File: config.mk
export PLATFORM = sky130hd
export DESIGN_NAME = vector_alu
export DESIGN_NICKNAME = d
export VERILOG_FILES = /design/src/design/mvp_pkg.sv /design/src/design/vector_alu.sv
export SDC_FILE = /design/constraint.sdc
export NUM_CORES = 1
export LEC_CHECK = 0
export BUFFER_PORTS_ARGS = -buffer_cell sky130_fd_sc_hd__clkbuf_2
export CORE_UTILIZATION = 25
export DETAILED_ROUTE_END_ITERATION = 12
export MAX_ROUTING_LAYER = met4
export PLACE_DENSITY_LB_ADDON = 0.3
export SYNTH_ARGS = -nofsm -noshare
export SYNTH_HDL_FRONTEND = slang
export SYNTH_SLANG_ARGS = --single-unit
File: constraint.sdc
create_clock -name vclk -period 4.6
set_clock_uncertainty 0.05 [all_clocks]
set_input_delay 0 -clock vclk [all_inputs]
set_output_delay 0 -clock vclk [all_outputs]
set_load 0.02 [all_outputs]
File: src/design/mvp_pkg.sv
package mvp_pkg;

    localparam int INSTR_W    = 32;
    localparam int REG_ADDR_W = 5;
    localparam int OP_W       = 4;
    localparam int PERM_W     = 3;
    localparam int UNIT_W     = 2;
    localparam int IMM_W      = 16;
    localparam int MEM_ADDR_W = 12;

    // Instruction field positions
    localparam int OP_LSB    = 28;
    localparam int VD_LSB    = 23;
    localparam int VS1_LSB   = 18;
    localparam int VS2_LSB   = 13;
    localparam int FUNCT_LSB = 10;

    typedef enum logic [OP_W-1:0] {
        OP_NOP   = 4'd0,
        OP_VADD  = 4'd1,
        OP_VSUB  = 4'd2,
        OP_VMUL  = 4'd3,
        OP_VAND  = 4'd4,
        OP_VOR   = 4'd5,
        OP_VXOR  = 4'd6,
        OP_VLI   = 4'd7,
        OP_VPERM = 4'd8,
        OP_VLD   = 4'd9,
        OP_VST   = 4'd10
    } vec_op_e;

    typedef enum logic [PERM_W-1:0] {
        PERM_REVERSE    = 3'd0,
        PERM_ROTATE     = 3'd1,
        PERM_BROADCAST  = 3'd2,
        PERM_SWAP_PAIRS = 3'd3
    } perm_e;

    // Source of the writeback data
    typedef enum logic [UNIT_W-1:0] {
        UNIT_ALU  = 2'd0,
        UNIT_PERM = 2'd1,
        UNIT_MEM  = 2'd2
    } unit_e;

    typedef struct packed {
        vec_op_e                 op;
        logic [REG_ADDR_W-1:0]   vd;
        logic [REG_ADDR_W-1:0]   vs1;
        logic [REG_ADDR_W-1:0]   vs2;
        perm_e                   funct;
        logic [IMM_W-1:0]        imm;
        logic [MEM_ADDR_W-1:0]   mem_addr;
        logic                    reg_we;
        logic                    mem_we;
        logic                    mem_re;
        unit_e                   unit;
    } decoded_t;

endpackage
File: src/design/vector_alu.sv
`timescale 1ns/1ps

module vector_alu #(
    parameter int VECTOR_LANES = 4,
    parameter int LANE_WIDTH   = 16
) (
    input  mvp_pkg::vec_op_e                        op,
    input  logic [VECTOR_LANES-1:0][LANE_WIDTH-1:0] vec_a,
    input  logic [VECTOR_LANES-1:0][LANE_WIDTH-1:0] vec_b,
    input  logic [mvp_pkg::IMM_W-1:0]               imm,
    output logic [VECTOR_LANES-1:0][LANE_WIDTH-1:0] vec_out
);

    import mvp_pkg::*;

    logic [LANE_WIDTH-1:0] imm_lane;

    // Sign extended or truncated to one lane
    assign imm_lane = LANE_WIDTH'($signed(imm));

    // All results wrap at the lane width
    always_comb begin
        for (int i = 0; i < VECTOR_LANES; i++) begin
            case (op)
                OP_VADD: begin
                    vec_out[i] = vec_a[i] + vec_b[i];
                end
                OP_VSUB: begin
                    vec_out[i] = vec_a[i] - vec_b[i];
                end
                OP_VMUL: begin
                    // Low half of the product
                    vec_out[i] = vec_a[i] * vec_b[i];
                end
                OP_VAND: begin
                    vec_out[i] = vec_a[i] & vec_b[i];
                end
                OP_VOR: begin
                    vec_out[i] = vec_a[i] | vec_b[i];
                end
                OP_VXOR: begin
                    vec_out[i] = vec_a[i] ^ vec_b[i];
                end
                OP_VLI: begin
                    vec_out[i] = imm_lane;
                end
                default: begin
                    vec_out[i] = '0;
                end
            endcase
        end
    end

endmodule

==> summary.txt <==
Layout
  • Layout fillers: 9,377
  • Reg area: 0 µm²
  • Seq_cells: 0
  • Layout cells sized above 1: 0.3187
  • Area of the multi-input gates: 0.02169 mm²
  • Layout clock buffer count: 0
  • Final Net Count: 4,436
  • P&R area growth vs syn: 41.36%

Synthesis
  • Share of the synthesized area in the top cell type: 0.2876
  • Avg Inst Size Synth: 7.763 µm²
  • Post-synth top area cell: fa_1
  • Synth Instances: 2,905
  • Syn Nets: 3,765
  • Register area share after synthesis: 0
  • Synth unique cells: 57
  • Synthesized area: 0.02255 mm²
  • Most frequent cell after synthesis: inv_1
  • Synthesis warning total: 0
  • Top cells by area, synth: fa_1 29%, ha_1 22%, inv_1 9.6%
  • Synth cell count leaders: 574 x inv_1, 388 x ha_1, 344 x nand2_1

Global routing
  • Initial antenna violation count: 9
  • First-pass GRT wire length: 142.4 mm
  • Vias in the first global route: 23,580
  • GR Util All Layers: 0.2105
  • Remaining Overflow, GRT: 0
  • Largest net degree at the start of global routing: 65

Timing
  • Post-Route Setup TNS: -6428 ps
  • Worst slew margin: 0.2697
  • Final setup viols: 23
  • Final-report hold violation count: 0
  • Max Slew Vio Count: 0
  • Period utilisation layout: 1.121
  • Unrepaired setup endpoints after global routing: yes
  • F_max: 194.0 MHz
  • Slew @ Worst Pin: 1081 ps
  • Final Worst Setup Slack: -555.2 ps
  • Clock period minus worst slack: 5155 ps

Setup path
  • Slowest cell on crit path: fa_1
  • Critical path required time: 4550 ps
  • Worst path max stage delay: 510 ps
  • Crit-path cells: buf_8, clkinvlp_4, nor2_4, fa_1, inv_1, fa_1, fa_1, fa_1, inv_2, fa_1, inv_1, fa_1, inv_2, ha_4, and3_4, a211o_4, a21o_1, a21o_1, xnor2_1, o211ai_1, buf_4
  • Crit path DAT: 5110 ps
  • CP most frequent cell: fa_1
  • CP Capture Type: output port
  • CP startpoint: vec_a[22]
  • Max FO, Critical Path: 4
  • Worst setup SP type: input port
  • Setup CP Type: input port to output port

Place
  • Placer Congestion: 0.9513
  • Detail Placement HPWL: 80.03 mm
  • Port Buffers: 212

Die
  • Row count: 109
  • Io pins: 212
  • Die X-Extent: 302.4 µm
  • Initial Util: 0.2536
  • Die height: 302.4 µm
  • Core Region: 0.08892 mm²
  • Die area: 0.09142 mm²

Drt
  • DR iter-0 viols: 1,506
  • DR vias/cell: 4.767
  • Via count: 22,610
  • Drt pass-1 iters: 5
  • WL final: 93.75 mm
  • Drt wl/cell: 19.77 µm
  • # DRC: 0
  • Final ANT Viol Nets: 0

Clocking
  • CTS Hold Bufs: 0

Min path
  • HP Start: vec_b[47]
  • Hold Path Class: input port to output port

Run
  • Max-cap violations: 0

Run status
  • Failing checks: negative setup slack
  • Status: finished with violations
cells in the final DEF, fill, tap and decap left out, types with 70 or more instances in the layout:
cell type,instances
inv_1,485
nand2_1,323
clkbuf_2,124
fa_1,302
o21ai_0,99
xnor2_1,179
inv_2,70
nor2_1,263
ha_1,320
buf_4,490
worst paths after layout:
path / to / slack [ps] / depth (start not counted)
max: vec_out[30] / -560 / 21
min: vec_out[47] / 530 / 5
cell type report:
cell class                      count  share of cell area
Tap cell                         1165             0.04572
Inverter                          599             0.07747
Antenna cell                        3           0.0002355
Timing Repair Buffer              759              0.1963
Multi-Input combinational cell   2216              0.6803
timing repair:
action / 4_1_cts / 5_1_grt
endpoints found under the setup margin: 33 / 33
gates resized for setup: 409 / 289
setup buffers: 40 / 24
pin swaps: 136 / 153
per-stage QoR:
stage	utilization	instance area, µm²	instances	setup slack (ps)	hold WS [ps]
2_1_floorplan	-	22870	2905	-193.2	194.9
3_3_place_gp	0.3230	28720	4680	-718.6	542.1
3_5_place_dp	0.3230	28720	4680	-758.8	541.5
4_1_cts	0.3459	30750	4718	-556.5	528.4
5_1_grt	0.3585	31880	4741	-701.2	578.3
6_report	0.3585	31880	4742	-555.2	530.6
worst max-delay path: cells and delay by family:
| family | cells | cell delay [ps] |
|---|---|---|
| adder cells (fa/ha/maj) | 7 | 3070 |
| AO/OA/AOI/OAI | 4 | 900 |
| buffers and inverters | 7 | 680 |
| AND/OR/NAND/NOR | 2 | 290 |
| XOR/XNOR | 1 | 150 |
cells by family (layout without fill, tap and decap cells):
kind of cell / Yosys count / in the layout / synth area share
AO/OA/AOI/OAI: 433 / 433 / 0.1309
XOR/XNOR: 260 / 260 / 0.1010
adder cells (fa/ha/maj): 712 / 712 / 0.5029
buffers and inverters: 689 / 1358 / 0.1155
multiplexers: 5 / 5 / 0.002219
other: 0 / 3 / 0
AND/OR/NAND/NOR: 806 / 806 / 0.1476
routing by layer:
layer  part of all wire  GRT usage
met3              0.063    0.01932
met2               0.45     0.3375
met1               0.46     0.2897
met4              0.023    0.03632
met5                  0          -
