===== src/design/mvp_pkg.sv =====
package mvp_pkg;

    localparam int INSTR_W    = 32;
    localparam int REG_ADDR_W = 5;
    localparam int OP_W       = 4;
    localparam int PERM_W     = 3;
    localparam int UNIT_W     = 2;
    localparam int IMM_W      = 16;
    localparam int MEM_ADDR_W = 12;

    // Instruction field positions
    localparam int OP_LSB    = 28;
    localparam int VD_LSB    = 23;
    localparam int VS1_LSB   = 18;
    localparam int VS2_LSB   = 13;
    localparam int FUNCT_LSB = 10;

    typedef enum logic [OP_W-1:0] {
        OP_NOP   = 4'd0,
        OP_VADD  = 4'd1,
        OP_VSUB  = 4'd2,
        OP_VMUL  = 4'd3,
        OP_VAND  = 4'd4,
        OP_VOR   = 4'd5,
        OP_VXOR  = 4'd6,
        OP_VLI   = 4'd7,
        OP_VPERM = 4'd8,
        OP_VLD   = 4'd9,
        OP_VST   = 4'd10
    } vec_op_e;

    typedef enum logic [PERM_W-1:0] {
        PERM_REVERSE    = 3'd0,
        PERM_ROTATE     = 3'd1,
        PERM_BROADCAST  = 3'd2,
        PERM_SWAP_PAIRS = 3'd3
    } perm_e;

    // Source of the writeback data
    typedef enum logic [UNIT_W-1:0] {
        UNIT_ALU  = 2'd0,
        UNIT_PERM = 2'd1,
        UNIT_MEM  = 2'd2
    } unit_e;

    typedef struct packed {
        vec_op_e                 op;
        logic [REG_ADDR_W-1:0]   vd;
        logic [REG_ADDR_W-1:0]   vs1;
        logic [REG_ADDR_W-1:0]   vs2;
        perm_e                   funct;
        logic [IMM_W-1:0]        imm;
        logic [MEM_ADDR_W-1:0]   mem_addr;
        logic                    reg_we;
        logic                    mem_we;
        logic                    mem_re;
        unit_e                   unit;
    } decoded_t;

endpackage

===== src/design/decoder.sv =====
`timescale 1ns/1ps

module decoder (
    input  logic [mvp_pkg::INSTR_W-1:0]    instr,
    input  logic [mvp_pkg::REG_ADDR_W-1:0] ex_vd,
    input  logic                           ex_is_load,
    output mvp_pkg::decoded_t              dec,
    output logic                           stall
);

    import mvp_pkg::*;

    vec_op_e op_raw;
    logic    rd_vs1;
    logic    rd_vs2;

    assign op_raw = vec_op_e'(instr[OP_LSB +: OP_W]);

    always_comb begin
        dec          = '0;
        dec.op       = op_raw;
        dec.vd       = instr[VD_LSB +: REG_ADDR_W];
        dec.vs1      = instr[VS1_LSB +: REG_ADDR_W];
        dec.vs2      = instr[VS2_LSB +: REG_ADDR_W];
        dec.funct    = perm_e'(instr[FUNCT_LSB +: PERM_W]);
        // Immediate overlaps vs2 and funct
        dec.imm      = instr[IMM_W-1:0];
        dec.mem_addr = instr[MEM_ADDR_W-1:0];
        dec.unit     = UNIT_ALU;
        rd_vs1       = 1'b0;
        rd_vs2       = 1'b0;

        case (op_raw)
            OP_VADD, OP_VSUB, OP_VMUL, OP_VAND, OP_VOR, OP_VXOR: begin
                dec.reg_we = 1'b1;
                rd_vs1     = 1'b1;
                rd_vs2     = 1'b1;
            end
            OP_VLI: begin
                dec.reg_we = 1'b1;
            end
            OP_VPERM: begin
                dec.reg_we = 1'b1;
                dec.unit   = UNIT_PERM;
                rd_vs1     = 1'b1;
            end
            OP_VLD: begin
                dec.reg_we = 1'b1;
                dec.mem_re = 1'b1;
                dec.unit   = UNIT_MEM;
            end
            OP_VST: begin
                // Store data comes from vs2
                dec.mem_we = 1'b1;
                rd_vs2     = 1'b1;
            end
            default: begin
                dec.op = OP_NOP;
            end
        endcase
    end

    // Load result is not ready until writeback
    assign stall = ex_is_load &&
                   ((rd_vs1 && dec.vs1 == ex_vd) || (rd_vs2 && dec.vs2 == ex_vd));

endmodule


===== config.mk =====
export PLATFORM = sky130hd
export DESIGN_NAME = decoder
export DESIGN_NICKNAME = d
export VERILOG_FILES = /design/src/design/mvp_pkg.sv /design/src/design/decoder.sv
export SDC_FILE = /design/constraint.sdc
export NUM_CORES = 1
export LEC_CHECK = 0
export ABC_CLOCK_PERIOD_IN_PS = 1820
export BUFFER_PORTS_ARGS = -buffer_cell sky130_fd_sc_hd__buf_2
export CORE_ASPECT_RATIO = 0.8
export CORE_MARGIN = 5
export CORE_UTILIZATION = 30
export DETAILED_ROUTE_END_ITERATION = 10
export PLACE_DENSITY = 0.85
export SLEW_MARGIN = 15
export SYNTH_ARGS = -nofsm -noshare
export SYNTH_HDL_FRONTEND = slang
export SYNTH_SLANG_ARGS = --single-unit

===== constraint.sdc =====
create_clock -name vclk -period 1.82
set_input_delay 0.364 -clock vclk [all_inputs]
set_output_delay 0.364 -clock vclk [all_outputs]
set_load 0.02 [all_outputs]

==> flow_metrics.py <==
metrics = {
    "status": {
        "status": "finished clean",
    },
    "timing": {
        "tightest_slew_ns": 0.328,
        "finalMaxSlewViolations": 0,
        "finalSetupTns_ns": 0,
        "timing.final.crit_period_ns": 1.81,
        "hold_violations": 0,
        "slew_headroom_pct": 77.9,
        "fmax_ghz": 0.552,
        "fin_crit_sh_pct": 99.5,
        "setup_ws_ns": 0.00880,
        "finalSetupViolCount": 0,
        "rsz0062_at_grt": "true",
    },
    "layout": {
        "drive_gt1_share_pct": 66.3,
        "fin_util_pct": 30.5,
        "ff_latch_area_um2": 0,
        "syn_to_final_growth_pct": -2.80,
        "final_area_um2": 566,
        "clkbuf_count": 0,
        "antenna_cells": 0,
        "nets": 123,
        "nFlopsAndLatches": 0,
    },
    "detailed_routing": {
        "vias": 432,
        "vias_per_cell": 4.04,
        "routed_wl_um": 1170,
        "drc_errors": 0,
        "wire_per_inst_um": 10.9,
        "antenna_left": 0,
        "drt_iter0_drc": 8,
        "drt_first_pass_iters": 2,
    },
    "synth": {
        "syn_inst": 81,
        "netlist_area_um2": 582,
        "seq_area_frac_synth_pct": 0,
        "avgSynthCellArea_um2": 7.18,
        "syn_nets": 119,
        "synth_top_cell_by_area": "buf_4",
        "yosysUniqueCellTypes": 20,
        "synth.area.top_cells": "buf_4 59%, xnor2_1 9.0%, xor2_1 6.0%",
        "ys_warn_count": 0,
        "synth_top_area_share_pct": 59.4,
    },
    "grt": {
        "grt_max_degree": 7,
        "grt_util_all_layers_pct": 7.21,
        "gr-total-overflow": 0,
        "grt_pass1_vias": 443,
        "grt_pass1_wl_um": 1790,
        "grtUsageMet3_pct": 1.59,
        "busiest_layer": "met2",
        "grt_antenna_before_repair": 0,
        "use_met1_pct": 7.61,
        "grt_use_met2_pct": 13.6,
    },
    "placement": {
        "pre_cts_ws_ns": -0.116,
        "gp_congestion": 0.684,
        "placed_area_um2": 518,
        "dp_hpwl_um": 1050,
        "io_buffer_count": 43,
    },
    "critical_path": {
        "cp-end-kind": "output port",
        "cp.required_ns": 1.46,
        "cp_slowest_cell": "or4_1",
        "max_stage_delay_ns": 0.40,
        "cp_num_buf_inv": 2,
        "path_delay_family": "simple AND/OR/NAND/NOR gates",
        "critPathLaunch": "instr[20]",
        "setup.worst_path.end": "stall",
        "path_max_fanout": 2,
        "critPathLaunchType": "input port",
        "crit_type": "input port to output port",
        "cp_cell_sequence": "buf_2, xnor2_2, nand4_1, or4_1, a21oi_1, buf_4",
        "worst-path-stages": 6,
        "cp.arrival_ns": 1.45,
    },
    "die": {
        "io_pins": 94,
        "die-area_um2": 2930,
        "core_area_um2": 1860,
        "dieWidth_um": 59.2,
        "rows": 14,
        "initial_core_util_pct": 31.3,
        "die_h_um": 49.4,
    },
    "worst_hold_path": {
        "hp-class": "input port to output port",
        "hold_depth": 0,
    },
    "flow_run": {
        "maxCapViolations": 0,
    },
    "power_and_ir_drop": {
        "power-per-cell-area_nw_per_um2": 274,
        "peakVddDrop_mv": 0.0817,
        "p_total_w": 0.000155,
        "power.leakage_nw": 0.299,
    },
}
-- worst min path at each step --
stage,start,endpoint,slack [ns]
floorplan,instr[31],dec[53],0.80
global placement,instr[27],dec[50],0.73
detailed placement,instr[27],dec[50],0.73
CTS,instr[27],dec[50],0.73
global route,instr[25],dec[48],0.73
finish,instr[24],dec[47],0.73
-- layout by cell type, fill, tap and decap left out, types with 2 or more instances in the layout --
cell	instances
o21ai_0	2
nor2_1	2
nor3b_1	3
a21oi_1	3
buf_6	2
buf_2	40
nand4_1	2
buf_4	8
nor3_1	2
xor2_1	4
xnor2_1	3
xnor2_2	3
-- per-stage QoR --
step	hold slack, ns	cells
6_report	0.728	107
5_1_grt	0.728	107
4_1_cts	0.728	107
3_5_place_dp	0.728	107
3_3_place_gp	0.728	107
2_1_floorplan	0.803	81
-- kinds of logic after synthesis --
logic type | Yosys count | synth area share [%]
buffers and inverters | 49 | 62.8
AND/OR/NAND/NOR | 14 | 14.2
AO/OA/AOI/OAI | 8 | 7.96
XOR/XNOR | 10 | 15.1
-- timing repair --
item,in CTS,in global routing
hold buffers,0,0
setup endpoints to repair,1,1
gates resized for setup,7,4
endpoints found under the hold margin,0,0
pin swaps,3,2
buffers inserted,0,0
-- routing by layer --
| layer | vias up | part of all wire (%) |
|---|---|---|
| li1 | 223 | - |
| met1 | 182 | 35 |
| met2 | 24 | 51 |
| met3 | 3 | 13 |
| met4 | 0 | 0.51 |
| met5 | - | 0 |
-- report_power, final --
group	total, W	switching, W	leakage [nW]	internal, W
Clock	0	0	0	0
Sequential	0	0	0	0
Combinational	0.000155	0.0000845	0.299	0.0000706
-- area by class of cell --
type / instances / area, um2
fillers: 219 / 1290
inverters: 1 / 3.75
well taps: 24 / 30.0
multi-input cells: 32 / 249
repair buffers: 50 / 283
-- synth_stat cells (all sizes together) --
cell,count
buf,48
xnor2,6
xor2,4
a21oi,3
nor3b,3
o21ai,3
nand4,2
nor2,2
nor3,2
a2111oi,1
and2,1
inv,1
nand2,1
nor2b,1
nor4,1
o21a,1
or4,1
Power figures use the tool's default switching activity.
