[src/design/mvp_pkg.sv]
package mvp_pkg;

    localparam int INSTR_W    = 32;
    localparam int REG_ADDR_W = 5;
    localparam int OP_W       = 4;
    localparam int PERM_W     = 3;
    localparam int UNIT_W     = 2;
    localparam int IMM_W      = 16;
    localparam int MEM_ADDR_W = 12;

    // Instruction field positions
    localparam int OP_LSB    = 28;
    localparam int VD_LSB    = 23;
    localparam int VS1_LSB   = 18;
    localparam int VS2_LSB   = 13;
    localparam int FUNCT_LSB = 10;

    typedef enum logic [OP_W-1:0] {
        OP_NOP   = 4'd0,
        OP_VADD  = 4'd1,
        OP_VSUB  = 4'd2,
        OP_VMUL  = 4'd3,
        OP_VAND  = 4'd4,
        OP_VOR   = 4'd5,
        OP_VXOR  = 4'd6,
        OP_VLI   = 4'd7,
        OP_VPERM = 4'd8,
        OP_VLD   = 4'd9,
        OP_VST   = 4'd10
    } vec_op_e;

    typedef enum logic [PERM_W-1:0] {
        PERM_REVERSE    = 3'd0,
        PERM_ROTATE     = 3'd1,
        PERM_BROADCAST  = 3'd2,
        PERM_SWAP_PAIRS = 3'd3
    } perm_e;

    // Source of the writeback data
    typedef enum logic [UNIT_W-1:0] {
        UNIT_ALU  = 2'd0,
        UNIT_PERM = 2'd1,
        UNIT_MEM  = 2'd2
    } unit_e;

    typedef struct packed {
        vec_op_e                 op;
        logic [REG_ADDR_W-1:0]   vd;
        logic [REG_ADDR_W-1:0]   vs1;
        logic [REG_ADDR_W-1:0]   vs2;
        perm_e                   funct;
        logic [IMM_W-1:0]        imm;
        logic [MEM_ADDR_W-1:0]   mem_addr;
        logic                    reg_we;
        logic                    mem_we;
        logic                    mem_re;
        unit_e                   unit;
    } decoded_t;

endpackage
[src/design/vector_permute.sv]
`timescale 1ns/1ps

module vector_permute #(
    parameter int VECTOR_LANES = 4,
    parameter int LANE_WIDTH   = 16
) (
    input  mvp_pkg::perm_e                          funct,
    input  logic [VECTOR_LANES-1:0][LANE_WIDTH-1:0] vec_in,
    output logic [VECTOR_LANES-1:0][LANE_WIDTH-1:0] vec_out
);

    import mvp_pkg::*;

    always_comb begin
        for (int i = 0; i < VECTOR_LANES; i++) begin
            case (funct)
                PERM_REVERSE: begin
                    vec_out[i] = vec_in[VECTOR_LANES-1-i];
                end
                PERM_ROTATE: begin
                    vec_out[i] = vec_in[(i + 1) % VECTOR_LANES];
                end
                PERM_BROADCAST: begin
                    vec_out[i] = vec_in[0];
                end
                PERM_SWAP_PAIRS: begin
                    // Odd last lane has no partner
                    if ((i ^ 1) < VECTOR_LANES) begin
                        vec_out[i] = vec_in[i ^ 1];
                    end else begin
                        vec_out[i] = vec_in[i];
                    end
                end
                default: begin
                    vec_out[i] = vec_in[i];
                end
            endcase
        end
    end

endmodule

[config.mk]
export PLATFORM = sky130hd
export DESIGN_NAME = vector_permute
export DESIGN_NICKNAME = d
export VERILOG_FILES = /design/src/design/mvp_pkg.sv /design/src/design/vector_permute.sv
export SDC_FILE = /design/constraint.sdc
export NUM_CORES = 1
export LEC_CHECK = 0
export BUFFER_PORTS_ARGS = -buffer_cell sky130_fd_sc_hd__buf_2
export CORE_AREA = 2 2 64 66
export DETAILED_ROUTE_END_ITERATION = 8
export DIE_AREA = 0 0 66 68
export GPL_ROUTABILITY_DRIVEN = 0
export GPL_TIMING_DRIVEN = 0
export PLACE_DENSITY = 0.78
export SYNTH_ARGS = -nofsm -noshare
export SYNTH_HDL_FRONTEND = slang
export SYNTH_SLANG_ARGS = --single-unit
[constraint.sdc]
create_clock -name vclk -period 1.1
set_input_delay 0.055 -clock vclk [all_inputs]
set_output_delay 0.055 -clock vclk [all_outputs]
set_load 0.03 [all_outputs]
==> results.md <==
- The run finished, with violations left.
- The checks that failed: setup timing.
- The part of the power in registers is 0.
- The wire length of the first global-routing pass is 10400 µm.
- The maximum fanout along the worst path is 7.
- Of the total power, the share spent switching nets is 0.589.
- Of the total power, combinational logic draws 1.000.
- The initialized floorplan defines 23 standard-cell rows.
- Across the VDD grid, the largest voltage drop is roughly 0.33 mV.
- The core region is approximately 0.0039 mm².
- At the worst endpoint, the required time is about 1.0 ns.
- The number of search-and-repair iterations in the first detailed-routing pass is 4.
- The final antenna diode count is 0.
- Detailed placement finished with a half-perimeter wire length of between 4000 and 5000 µm.
- After detailed routing, the number of remaining DRC violations is 0.
- The number of antenna violations at the first check in global routing is 0.
- The violation count after the first detailed-routing iteration is 170.
- The area growth from synthesis to final layout is 105%.
- For this design the total switching power over the nets is 0.00109 W.
- Internal power comes to ~0.00076 W.
- Setup repair after global routing could not meet its margin everywhere.
- The commonest non-fill, non-tap cell in the layout is sky130_fd_sc_hd__buf_2.
- The overall die height is 68 µm.
- The total wire length is just over 7000 µm.
- Entering global routing, the biggest net connects 11 pins.
- The sequential fraction of the synthesis area is 0.
- The die outline width is 66 µm.
- The number of maximum-capacitance violations is 0.
- The net count of the finished layout is 413.
- The via count of the first global-routing pass is about 2200.
- The signal on the critical path passes through buf_8, or2_1, buf_6, buf_12, nor3b_2, a221o_1, buf_6.
- STA classifies the critical path startpoint as a primary input.
- The die covers about 0.0045 mm².
- The number of buffers and inverters on the critical path is 4.
- The pre-CTS worst setup slack is -0.437 ns.
- The combined flip-flop and latch cell area is 0 µm².
- The highest cell delay on the worst timing path is 0.24 ns.
- The via count is 2340.
- The initial cell density of the core is 0.368.
- The count of buffers added on input and output ports is 130.
- In this run the tightest slew margin relative to its limit is 0.764.
- The library cell with the largest summed area after synthesis is sky130_fd_sc_hd__mux2i_1.
- The number of warnings reported in the yosys synthesis log is 0.
- In the finished layout, the clock tree contains a buffer count of 0.
- The achievable clock frequency is 816 MHz.
- The number of placed instances, taps included, is 386.
- Ranked by total cell area, the synthesized netlist is headed by sky130_fd_sc_hd__mux2i_1 34%, sky130_fd_sc_hd__o21ai_0 11%, sky130_fd_sc_hd__nand2_1 8.5%, sky130_fd_sc_hd__nor3b_1 7.4%, sky130_fd_sc_hd__a221o_1 7.1%.
- The worst setup path is captured at an output pin.
- The number of sequential cells is 0.
- The share of synthesized area in the top cell type comes to 0.339.
- Synthesis instantiated 20 different standard cells from the library.
- The number of max-slew violations in the final report is 0.
- The final period utilization is 1.11.
- For this design the static power due to leakage is 1.41 nW.
- The wire length per cell is 18.4 µm.
- The routed design could run at a clock period as short as 1.22 ns.
- The clock group share of total power is 0.
- Leaving out fill and tap cells, the most frequent cells in the layout are 102 x sky130_fd_sc_hd__buf_2, 42 x sky130_fd_sc_hd__mux2i_1, 32 x sky130_fd_sc_hd__nand2_1, 28 x sky130_fd_sc_hd__buf_6, 19 x sky130_fd_sc_hd__o21ai_1.
- After global routing the overflow that remains totals 0.
- The type of the worst min-delay path is in -> out.
- The critical-path cell with the highest stage delay is sky130_fd_sc_hd__or2_1.
- Of the cells placed in the final design, the portion with a size suffix greater than 1 is 0.677.
- The residual antenna-violating net count after detailed routing is 0.
- In this run the count of I/O pins placed on the die edge is 131.
- The arrival time of the worst setup path is between 1 and 1.5 ns.
- The final number of setup-violating endpoints is 23.
- The most numerous cell type found on the critical path is sky130_fd_sc_hd__buf_6.
- The number of nets handed over by synthesis was 273.
- Once layout is complete, the utilization of the core stands at 0.753.
- Using the TritonRoute via totals, the vias-per-cell ratio works out to ~5.9.
- The total count of hold-check failures in the final report came to 0.
- The type of the setup path with the least slack is in -> out.
- Excluding fillers, the count of instances in the completed layout stands at 394.
- The kind of cell with the highest combined delay along the critical path is buffers and inverters.
- The global-route usage over all layers is 0.292.
- The synthesized area per cell is approximately 6.9 µm².
- The mapped netlist covers approximately 0.0014 mm².
- Across all setup checks in the final design, the least slack found is -0.125 ns.
- The power density relative to cell area is ~640 mW/mm².
- After technology mapping, the gate count stands at a little over 200.
- For the pin with the worst max-slew slack, the measured transition is 0.354 ns.
- The worst hold slack across all endpoints is ~0.48 ns.
[worst paths after layout]
path       start     endpoint  slack [ns]  cells past startpoint
min   vec_in[27]  vec_out[11]        0.48                      3
max     funct[2]   vec_out[6]       -0.12                      7
[what timing repair did]
action                                  in CTS  in global routing
gates resized for setup                    107                 35
cloned                                       0                  2
hold buffers                                 0                  0
buffers inserted                             4                  3
pin swaps                                    4                 16
endpoints found under the setup margin      64                 35
[cell families (layout without fill, tap and decap cells)]
family                 count (synthesis)  after routing  share of synthesized area
multiplexers                          48             48                      0.339
buffers and inverters                 24            162                      0.101
AO/OA/AOI/OAI                         81             81                      0.364
AND/OR/NAND/NOR                       53             53                      0.196
[area by class of cell]
cell class | count | area (µm²)
inverters | 2 | 10.0
well taps | 50 | 62.6
fillers | 300 | 952
plain buffers | 21 | 254
repair buffers | 139 | 932
multi-input cells | 182 | 1650
[per-stage QoR]
step	setup TNS, ns	total power [W]	cell area (µm²)
3_5_place_dp	-14.47	0.00147	2240
2_1_floorplan	-0.0448	0.000988	1530
4_1_cts	-0.730	0.00169	2650
3_3_place_gp	-13.54	0.00146	2240
5_1_grt	-2.64	0.00194	2900
6_report	-1.77	0.00185	2900
[power groups by stage]
stage / Combinational, W / Sequential (W) / Clock, W
after CTS: 0.00169 / 0 / 0
after floorplan: 0.000988 / 0 / 0
after global routing: 0.00194 / 0 / 0
final: 0.00185 / 0 / 0
after global placement: 0.00146 / 0 / 0
after detailed placement: 0.00147 / 0 / 0
[synth_stat cells]
cell type,n
sky130_fd_sc_hd__a21o_2,1
sky130_fd_sc_hd__a21oi_1,16
sky130_fd_sc_hd__a221o_1,10
sky130_fd_sc_hd__a221o_2,6
sky130_fd_sc_hd__buf_2,9
sky130_fd_sc_hd__buf_4,3
sky130_fd_sc_hd__buf_6,4
sky130_fd_sc_hd__clkbuf_1,5
sky130_fd_sc_hd__clkbuf_2,1
sky130_fd_sc_hd__inv_1,2
sky130_fd_sc_hd__mux2i_1,48
sky130_fd_sc_hd__nand2_1,32
sky130_fd_sc_hd__nand2_2,1
sky130_fd_sc_hd__nor2_1,2
sky130_fd_sc_hd__nor3b_1,14
sky130_fd_sc_hd__nor3b_2,2
sky130_fd_sc_hd__o21ai_0,32
sky130_fd_sc_hd__o22ai_1,16
sky130_fd_sc_hd__or2_1,1
sky130_fd_sc_hd__or2b_1,1
[metal layers]
| metal | GRT usage | up-vias | wire, µm |
|---|---|---|---|
| li1 | - | 1074 | - |
| met1 | 0.373 | 1130 | 3010 |
| met2 | 0.556 | 124 | 3700 |
| met3 | 0.00822 | 12 | 464 |
| met4 | 0.0459 | 0 | 84 |
| met5 | 0 | - | 0 |
Power figures use the tool's default switching activity.
