--- src/design/instruction_fetch.sv ---
`timescale 1ns/1ps

module instruction_fetch #(
    parameter int PC_WIDTH = 8
) (
    input  logic                clk,
    input  logic                rst_n,
    input  logic                en,
    input  logic                stall,
    output logic [PC_WIDTH-1:0] pc
);

    // Straight-line program, one word per cycle
    always_ff @(posedge clk) begin
        if (!rst_n) begin
            pc <= '0;
        end else if (en && !stall) begin
            pc <= pc + PC_WIDTH'(1);
        end
    end

endmodule

--- config.mk ---
export PLATFORM = sky130hd
export DESIGN_NAME = instruction_fetch
export DESIGN_NICKNAME = d
export VERILOG_FILES = /design/src/design/instruction_fetch.sv
export SDC_FILE = /design/constraint.sdc
export NUM_CORES = 1
export LEC_CHECK = 0
export CAP_MARGIN = 40
export CORE_AREA = 5 5 42 44
export CTS_CLUSTER_SIZE = 20
export DETAILED_ROUTE_END_ITERATION = 8
export DIE_AREA = 0 0 47 49
export DONT_BUFFER_PORTS = 1
export SLEW_MARGIN = 15
export SYNTH_ARGS = -nofsm -noshare
export SYNTH_HDL_FRONTEND = slang
export SYNTH_SLANG_ARGS = --single-unit
--- constraint.sdc ---
create_clock -name clk -period 1.6 [get_ports clk]
set_input_delay 0.32 -clock clk [delete_from_list [all_inputs] [get_ports clk]]
set_output_delay 0.32 -clock clk [all_outputs]
set_load 0.02 [all_outputs]
==> results of run 1 <==
==> worst register-to-register path: stages (launching register included) <==
cell	delay [ns]
dfxtp_1	0.50
nand4_1	0.20
or4_1	0.43
a21oi_1	0.15
==> worst paths after layout <==
check | start | endpoint | slack, ns | cells past startpoint
worst max register to register | pc[4] | pc[7] | 0.25 | 3
worst min-delay path | rst_n | pc[1] | 0.32 | 2
worst min register to register | pc[7] | pc[7] | 0.59 | 2
worst max-delay path | pc[4] | pc[7] | 0.25 | 3
==> per-layer routing <==
layer / vias to the layer above / global-route usage (%) / routed length, microns
met4: 0 / 6.91 / 29
met3: 5 / 4.80 / 71
li1: 156 / - / -
met1: 137 / 8.44 / 314
met5: - / 0 / 0
met2: 12 / 7.69 / 297
==> synthesized netlist by cell type <==
library cell / number / share of area (%)
or4_1: 1 / 2.1
dfxtp_1: 8 / 44
nand3_1: 1 / 1.4
mux2i_1: 1 / 2.8
o21ai_0: 4 / 5.5
nand2_1: 1 / 1.0
nor2b_1: 1 / 1.7
o31ai_1: 1 / 2.1
xnor2_1: 2 / 4.8
inv_1: 3 / 3.1
or3_2: 1 / 2.1
a21oi_1: 5 / 6.9
ha_1: 1 / 3.5
nand3b_1: 1 / 2.1
nand4_1: 1 / 1.7
or3_1: 3 / 5.2
nand4b_4: 1 / 6.6
nor2_1: 3 / 3.1
==> placed cells by master (no fill, tap or decap) <==
cell,count
mux2i_1,1
o31ai_1,1
or3_2,1
nand4b_4,1
o21ai_0,4
nand2_1,1
ha_1,1
or3_1,3
nand3b_1,1
dfxtp_1,8
nor2_1,3
a21oi_1,5
inv_1,3
xnor2_1,2
buf_4,4
nand4_1,1
or4_1,1
nand3_1,1
clkbuf_4,3
nor2b_1,1
==> stage by stage <==
stage               setup slack [ns]  std cells
detailed placement             0.259         59
CTS                            0.246         62
floorplan                      0.207         39
global route                   0.165         62
finish                         0.254         62
global placement               0.295         59
==> layout make-up <==
cell class                 instances  area share, %
clock buffer                       3           5.19
timing repair buffer               4           6.92
tap                               16           4.61
multi-input combinational         28           43.8
inverter                           3           2.59
sequential                         8           36.9
==> where the power goes <==
group          leakage [uW]  internal (uW)  switching, uW
combinational     0.0000996           11.1           13.5
sequential        0.0000647            203           4.15
clock             0.0000138           86.0           70.2
==> kinds of logic after synthesis <==
logic type	Yosys count	synth area share, %
fa+ha+maj	1	3.46
flops	8	44.3
buf+inv	3	3.11
xor+xnor	2	4.85
compound gates	10	14.5
mux	1	2.77
simple gates	14	27.0
==> impl_metrics.yaml, run 1 <==
grt:
  grt_pass1_wl_microns: 1100
  antenna_found_initial: 0
  grt_use_total_pct: 7.07
  grt_pass1_vias: 270
  grt_max_degree: 9
  grt-ovfl-total: 0
worst_setup_path:
  crit_chain: "nand4_1 > or4_1 > a21oi_1"
  start_kind: "flop"
  slowest_stage: "dfxtp_1"
  cp.required_ns: 1.79
  worstPathMaxFanout: 5
  critPathMaxStageDelay_ns: 0.50
  worst_path_dominant_cell_family: "simple AND/OR/NAND/NOR gates"
  crit_buf_inv: 0
  end_kind: "flop"
  critical_path_arrival_ns: 1.53
  worstSetupPathType: "reg -> reg"
floorplan:
  die_area_sq_mm: 0.00230
  fp.dieW_microns: 47
  core_area_sq_mm: 0.00140
  die_y_microns: 49
  initial_core_util_pct: 25.8
  io_pins: 12
  row_count: 14
sta:
  relSlewSlack_pct: 79.0
  final_max_slew_viol_count: 0
  max_slew.worst_pin.slew_ns: 0.315
  finalHoldViolCount: 0
  clock_skew_ns: 0.00331
  rsz0062_at_grt: "no"
  period_share_pct: 84.1
  hold_ws_ns: 0.318
  setup_viol: 0
  finalSetupTns_ns: 0
  fin_crit_ns: 1.35
  fmax_mhz: 743
detailed_routing:
  drt_iter0_markers: 3
  ant_nets: 0
  dr.pass1.iters: 4
  route.detailed.drc: 0
  vias: 310
  viasPerCell: 5.00
  routed_wl_microns: 712
  post_drt_wl_per_cell_microns: 11.5
synthesis:
  syn_area_sq_um: 362
  ys_seq_elements: 8
  syn_inst: 39
  synth.avg_cell_area_sq_um: 9.27
  ys_warn_count: 0
  synth.distinct_cells: 18
  syn-num-nets: 44
  yosysSeqAreaShare_pct: 44.3
cells_and_area:
  design_area_sq_um: 434
  regMostFlops: "pc"
  multi_input_area_sq_um: 190
  seq_area_sq_um: 160
  top_regs: "pc: 8 flops"
  final_core_util_pct: 31.0
  fillers: 149
  fin_nets: 53
  antenna_cells: 0
  largest_register_ffs: 8
  syn2layout_area_growth_pct: 20.1
  drive_above_1_share_pct: 19.6
clock_tree:
  ctsHoldBuffers: 0
  cts_buffers: 3
  ctsResizeCount: 0
  path_clk_slew_ns: 0.06
  clk_latency_ns: 0.25
  cts_buffer_depth: 2
  clock-sinks: 8
  htreeDepth: 1
  clockRootBuffer: "clkbuf_4"
  cts_setup_buffers: 0
  cts_tree: "done"
power:
  ir_worst_vdd_mv: 0.394
  cellPowerDensity_mw_per_mm2: 893
  p_total_uw: 388
  p_leak_uw: 0.000178
place:
  port_buffers: 0
  place_area_sq_um: 412
  gp_congestion: 0.710
  hpwlAfterDp_microns: 565
worst_hold_path:
  hp-class: "in -> reg"
status:
  status: "finished clean"
flow_run:
  drv_cap: 0
Note: power is estimated with default switching activity, not from simulation.
==> run 2: changes to the inputs <==
Settings changed: ABC_AREA from default to 1.
Clock period 1.6 ns to 1.3 ns, I/O delays scaled along.
==> run 2 against run 1 <==
Combinational power increased by 30%; via count is 9.4% higher; non-clock buffer count increased by 3; critical endpoint is now pc[3]; largest cell class unchanged; largest power group unchanged.
==> impl_metrics.yaml, run 2 <==
status:
  status: "finished clean"
grt:
  grt_max_degree: 9
  grt_pass1_vias: 323
  grt-ovfl-total: 0
  grt_use_total_pct: 8.39
  antenna_found_initial: 0
  grt_pass1_wl_microns: 1390
clock_tree:
  clock-sinks: 8
  clockRootBuffer: "clkbuf_4"
  path_clk_slew_ns: 0.06
  cts_buffer_depth: 2
  cts_setup_buffers: 0
  ctsResizeCount: 0
  clk_latency_ns: 0.25
  ctsHoldBuffers: 0
  htreeDepth: 1
  cts_tree: "done"
  cts_buffers: 3
detailed_routing:
  viasPerCell: 4.29
  ant_nets: 0
  routed_wl_microns: 792
  route.detailed.drc: 0
  dr.pass1.iters: 4
  drt_iter0_markers: 3
  vias: 339
  post_drt_wl_per_cell_microns: 10.0
power:
  p_leak_uw: 0.000211
  cellPowerDensity_mw_per_mm2: 1030
  ir_worst_vdd_mv: 0.409
  p_total_uw: 477
sta:
  clock_skew_ns: 0.000487
  finalSetupTns_ns: 0
  setup_viol: 0
  relSlewSlack_pct: 82.1
  final_max_slew_viol_count: 0
  finalHoldViolCount: 0
  max_slew.worst_pin.slew_ns: 0.267
  fmax_mhz: 885
  rsz0062_at_grt: "no"
  period_share_pct: 86.9
  fin_crit_ns: 1.13
worst_setup_path:
  reg2reg_slack_ns: 0.23
  startpoint: "pc[3]"
  worstPathMaxFanout: 5
  start_kind: "flop"
  rr_startpoint: "pc[0]"
  crit_buf_inv: 1
  slowest_stage: "dfxtp_1"
  crit_chain: "buf_4"
  cp.required_ns: 1.04
  critPathMaxStageDelay_ns: 0.42
  worst_path_dominant_cell_family: "flip-flops"
  endpoint: "pc[3]"
  critical_path_arrival_ns: 0.87
  worst_r2r_endpoint: "pc[6]"
  worstSetupPathType: "reg -> out"
  end_kind: "output pin"
  cp.depth: 1
  r2r.worst_path.cells: 6
synthesis:
  ys_async_sr_fraction_pct: 0
  synth.most_common_cell: "nand2_1"
  syn_inst: 53
  ys_warn_count: 0
  synthTopCellsByCount: "nand2_1 (13), nor2_1 (12), dfxtp_1 (8)"
  synth_largest_area_cell: "dfxtp_1"
  synth.distinct_cells: 10
  synth.avg_cell_area_sq_um: 6.96
  syn-num-nets: 58
  ys_seq_elements: 8
  synth_area_leaders: "dfxtp_1 (43%), nand2_1 (13%), nor2_1 (12%)"
  synth_edf_count: 0
  yosys.area.top_type_share_pct: 43.4
  yosysSeqAreaShare_pct: 43.4
  synth-main-ff-cell: "dfxtp_1"
  syn_area_sq_um: 369
cells_and_area:
  final_common_cell: "nand2_1"
  syn2layout_area_growth_pct: 25.8
  fillers: 163
  top_regs: "pc: 8 flops"
  final_cell_mix: "nand2_1 (13), nor2_1 (12), dfxtp_1 (8)"
  drive_above_1_share_pct: 20.6
  fin_nets: 70
  antenna_cells: 0
  regMostFlops: "pc"
  largest_register_ffs: 8
  fin_cells: 79
floorplan:
  row_count: 14
  core_area_sq_mm: 0.00140
  initial_core_util_pct: 26.3
  die_y_microns: 49
  fp.dieW_microns: 47
  die_area_sq_mm: 0.00230
  io_pins: 12
flow_run:
  drv_cap: 0
place:
  dpl.cell_count: 76
  hpwlAfterDp_microns: 628
  gp_congestion: 0.678
  port_buffers: 0
worst_hold_path:
  hp-class: "in -> reg"
[run 2: final cells by class]
type	count	area [sq um]	share of cell area, %
sequential	8	160	34.5
clock buffer	3	22.5	4.85
multi-input combinational	40	190	41.0
inverter	5	18.8	4.04
timing repair buffer	7	52.6	11.3
tap	16	20.0	4.31
[run 2: worst min path at each step]
stage	startpoint	to	slack (ns)	cells past startpoint
finish	rst_n	pc[7]	0.12	2
global route	rst_n	pc[5]	0.11	2
CTS	rst_n	pc[6]	0.11	2
detailed placement	rst_n	pc[6]	0.39	2
global placement	rst_n	pc[3]	0.38	2
floorplan	rst_n	pc[4]	0.38	2
[run 2: routing by layer]
layer / GRT usage (%) / vias up / part of all wire, %
met5: 0 / - / 0
met4: 4.15 / 0 / 0
met3: 4.06 / 0 / 8.6
met2: 11.5 / 9 / 49
met1: 10.6 / 143 / 43
li1: - / 187 / -
[run 2: power breakdown]
part	switching, uW	internal (uW)	total (uW)
Combinational	18.9	13.2	32.1
Clock	86.3	106	192
Sequential	3.33	250	253
Total	108	369	477
[run 2: per-stage QoR]
stage | utilization, % | setup WS (ns) | hold WS (ns) | instance area [sq um]
floorplan | - | 0.121 | 0.381 | 369
global placement | 31.5 | 0.242 | 0.383 | 442
detailed placement | 31.5 | 0.230 | 0.386 | 442
CTS | 33.1 | 0.152 | 0.111 | 464
global route | 33.1 | 0.107 | 0.112 | 464
finish | 33.1 | 0.170 | 0.123 | 464
[run 2: kinds of logic after synthesis]
family	share of synthesized area [%]
simple gates	40.0
flops	43.4
buf+inv	5.09
fa+ha+maj	3.39
compound gates	8.14
==> run 3: changes to the inputs <==
Settings changed: ABC_AREA 1 to 0, CTS_BUF_LIST from default to sky130_fd_sc_hd__clkbuf_4.
==> run 3 against run 2 <==
Cell count is 15% lower; sequential cell count stayed put; non-clock buffer count is 2 higher.
==> impl_metrics.yaml, run 3 (synthesized netlist as in run 1, its figures left out) <==
status:
  status: "finished clean"
place:
  port_buffers: 0
  place_ws_ns: 0.105
  gp_congestion: 0.647
  hpwlAfterDp_microns: 615
  dpl.cell_count: 64
power:
  ir_worst_vdd_mv: 0.630
  p_seq_share_pct: 53.0
  p_switching_uw: 112
  swShare_pct: 23.2
  cellPowerDensity_mw_per_mm2: 1020
  p_int_uw: 370
  p_leak_uw: 0.000205
  clockPowerShare_pct: 40.6
  pwr-share-comb_pct: 6.4
sta:
  finalWorstSetupSlack_ns: 0.114
  fin_crit_ns: 1.19
  setup_viol: 0
  period_share_pct: 91.2
  clock_skew_ns: 0.00192
  finalHoldViolCount: 0
  rsz0062_at_grt: "no"
  finalSetupTns_ns: 0
  final_max_slew_viol_count: 0
  fmax_mhz: 843
  max_slew.worst_pin.slew_ns: 0.253
  relSlewSlack_pct: 83.1
clock_tree:
  cts_tree: "done"
  path_clk_slew_ns: 0.05
  clk_latency_ns: 0.26
  clock-sinks: 8
  cts_buffer_depth: 2
  cts_setup_buffers: 0
  ctsHoldBuffers: 0
  cts_buffers: 3
  htreeDepth: 1
  ctsResizeCount: 0
  clockRootBuffer: "clkbuf_4"
cells_and_area:
  syn2layout_area_growth_pct: 31.1
  seq_area_sq_um: 163
  fillers: 162
  multi_input_area_sq_um: 190
  antenna_cells: 0
  final_common_cell: "buf_4"
  fin_nets: 58
  largest_register_ffs: 8
  top_regs: "pc: 8 flops"
  drive_above_1_share_pct: 31.4
  final_core_util_pct: 33.8
  regMostFlops: "pc"
  final_cell_mix: "buf_4 (9), dfxtp_1 (6), a21oi_1 (5)"
  fin_cells: 67
worst_setup_path:
  end_kind: "flop"
  worst_r2r_endpoint: "pc[7]"
  worstPathMaxFanout: 6
  worstSetupPathType: "reg -> reg"
  start_kind: "flop"
  cp.required_ns: 1.49
  rr_startpoint: "pc[0]"
  critical_path_arrival_ns: 1.38
  startpoint: "pc[0]"
  reg2reg_slack_ns: 0.11
  r2r.worst_path.cells: 3
worst_hold_path:
  hp-class: "in -> reg"
  whs_endpoint: "pc[0]"
  whs_path_depth: 3
  hold_start: "stall"
floorplan:
  core_area_sq_mm: 0.00140
  io_pins: 12
  die_y_microns: 49
  die_area_sq_mm: 0.00230
  fp.dieW_microns: 47
  initial_core_util_pct: 25.8
  row_count: 14
grt:
  grt-ovfl-total: 0
  antenna_found_initial: 0
  grt_use_total_pct: 8.05
  grt_pass1_vias: 289
  grt_pass1_wl_microns: 1260
  grt_max_degree: 9
detailed_routing:
  ant_nets: 0
  routed_wl_microns: 785
  viasPerCell: 4.84
  vias: 324
  dr.pass1.iters: 4
  drt_iter0_markers: 1
  route.detailed.drc: 0
  post_drt_wl_per_cell_microns: 11.7
flow_run:
  drv_cap: 0
run 3: changes by cell type in the layout (fill, tap and decap cells not counted), moves of 2 or more:
| cell | change |
|---|---|
| buf_4 | +2 |
| nor2_4 | -2 |
| dfxtp_2 | +2 |
| inv_1 | -2 |
| dfxtp_1 | -2 |
| xnor2_1 | +2 |
| nand3_1 | -4 |
| or3_1 | +3 |
| o21ai_0 | +2 |
| nor2_1 | -9 |
| nand2_1 | -12 |
run 3: area by class of cell:
type	instances	area share [%]
timing repair buffer	9	14.2
tap	16	4.22
multi-input combinational	28	40.1
clock buffer	3	4.75
inverter	3	2.37
sequential	8	34.3
run 3: worst max-delay path by stage:
stage / cells after the start / slack, ns / end
finish: 3 / 0.11 / pc[7]
global route: 4 / 0.02 / pc[4]
CTS: 3 / 0.09 / pc[7]
detailed placement: 3 / 0.10 / pc[7]
global placement: 4 / 0.11 / pc[6]
floorplan: 4 / 0.03 / pc[4]
run 3: routing by layer:
| layer | up-vias | global-route usage (%) | routed length, microns |
|---|---|---|---|
| li1 | 165 | - | - |
| met1 | 144 | 10.2 | 323 |
| met2 | 13 | 9.05 | 344 |
| met3 | 2 | 8.12 | 105 |
| met4 | 0 | 2.76 | 12 |
| met5 | - | 0 | 0 |
run 3: metrics by stage:
step | total power [uW] | hold slack (ns) | instance area [sq um]
floorplan | 282 | 0.466 | 364
global placement | 292 | 0.500 | 452
detailed placement | 292 | 0.519 | 452
CTS | 490 | 0.248 | 474
global route | 519 | 0.260 | 474
finish | 482 | 0.250 | 474
run 3: critical path, cell delays in order, from the launching register on:
cell	delay, ns
dfxtp_2	0.36
nand4b_4	0.14
or4_1	0.48
a21oi_1	0.14
run 3: power by group through the flow:
stage / combinational (uW) / clock [uW] / sequential [uW]
final: 30.7 / 196 / 255
after global routing: 34.8 / 228 / 256
after CTS: 31.4 / 203 / 256
after detailed placement: 31.4 / 0 / 261
after global placement: 30.8 / 0 / 261
after floorplan: 15.2 / 0 / 267
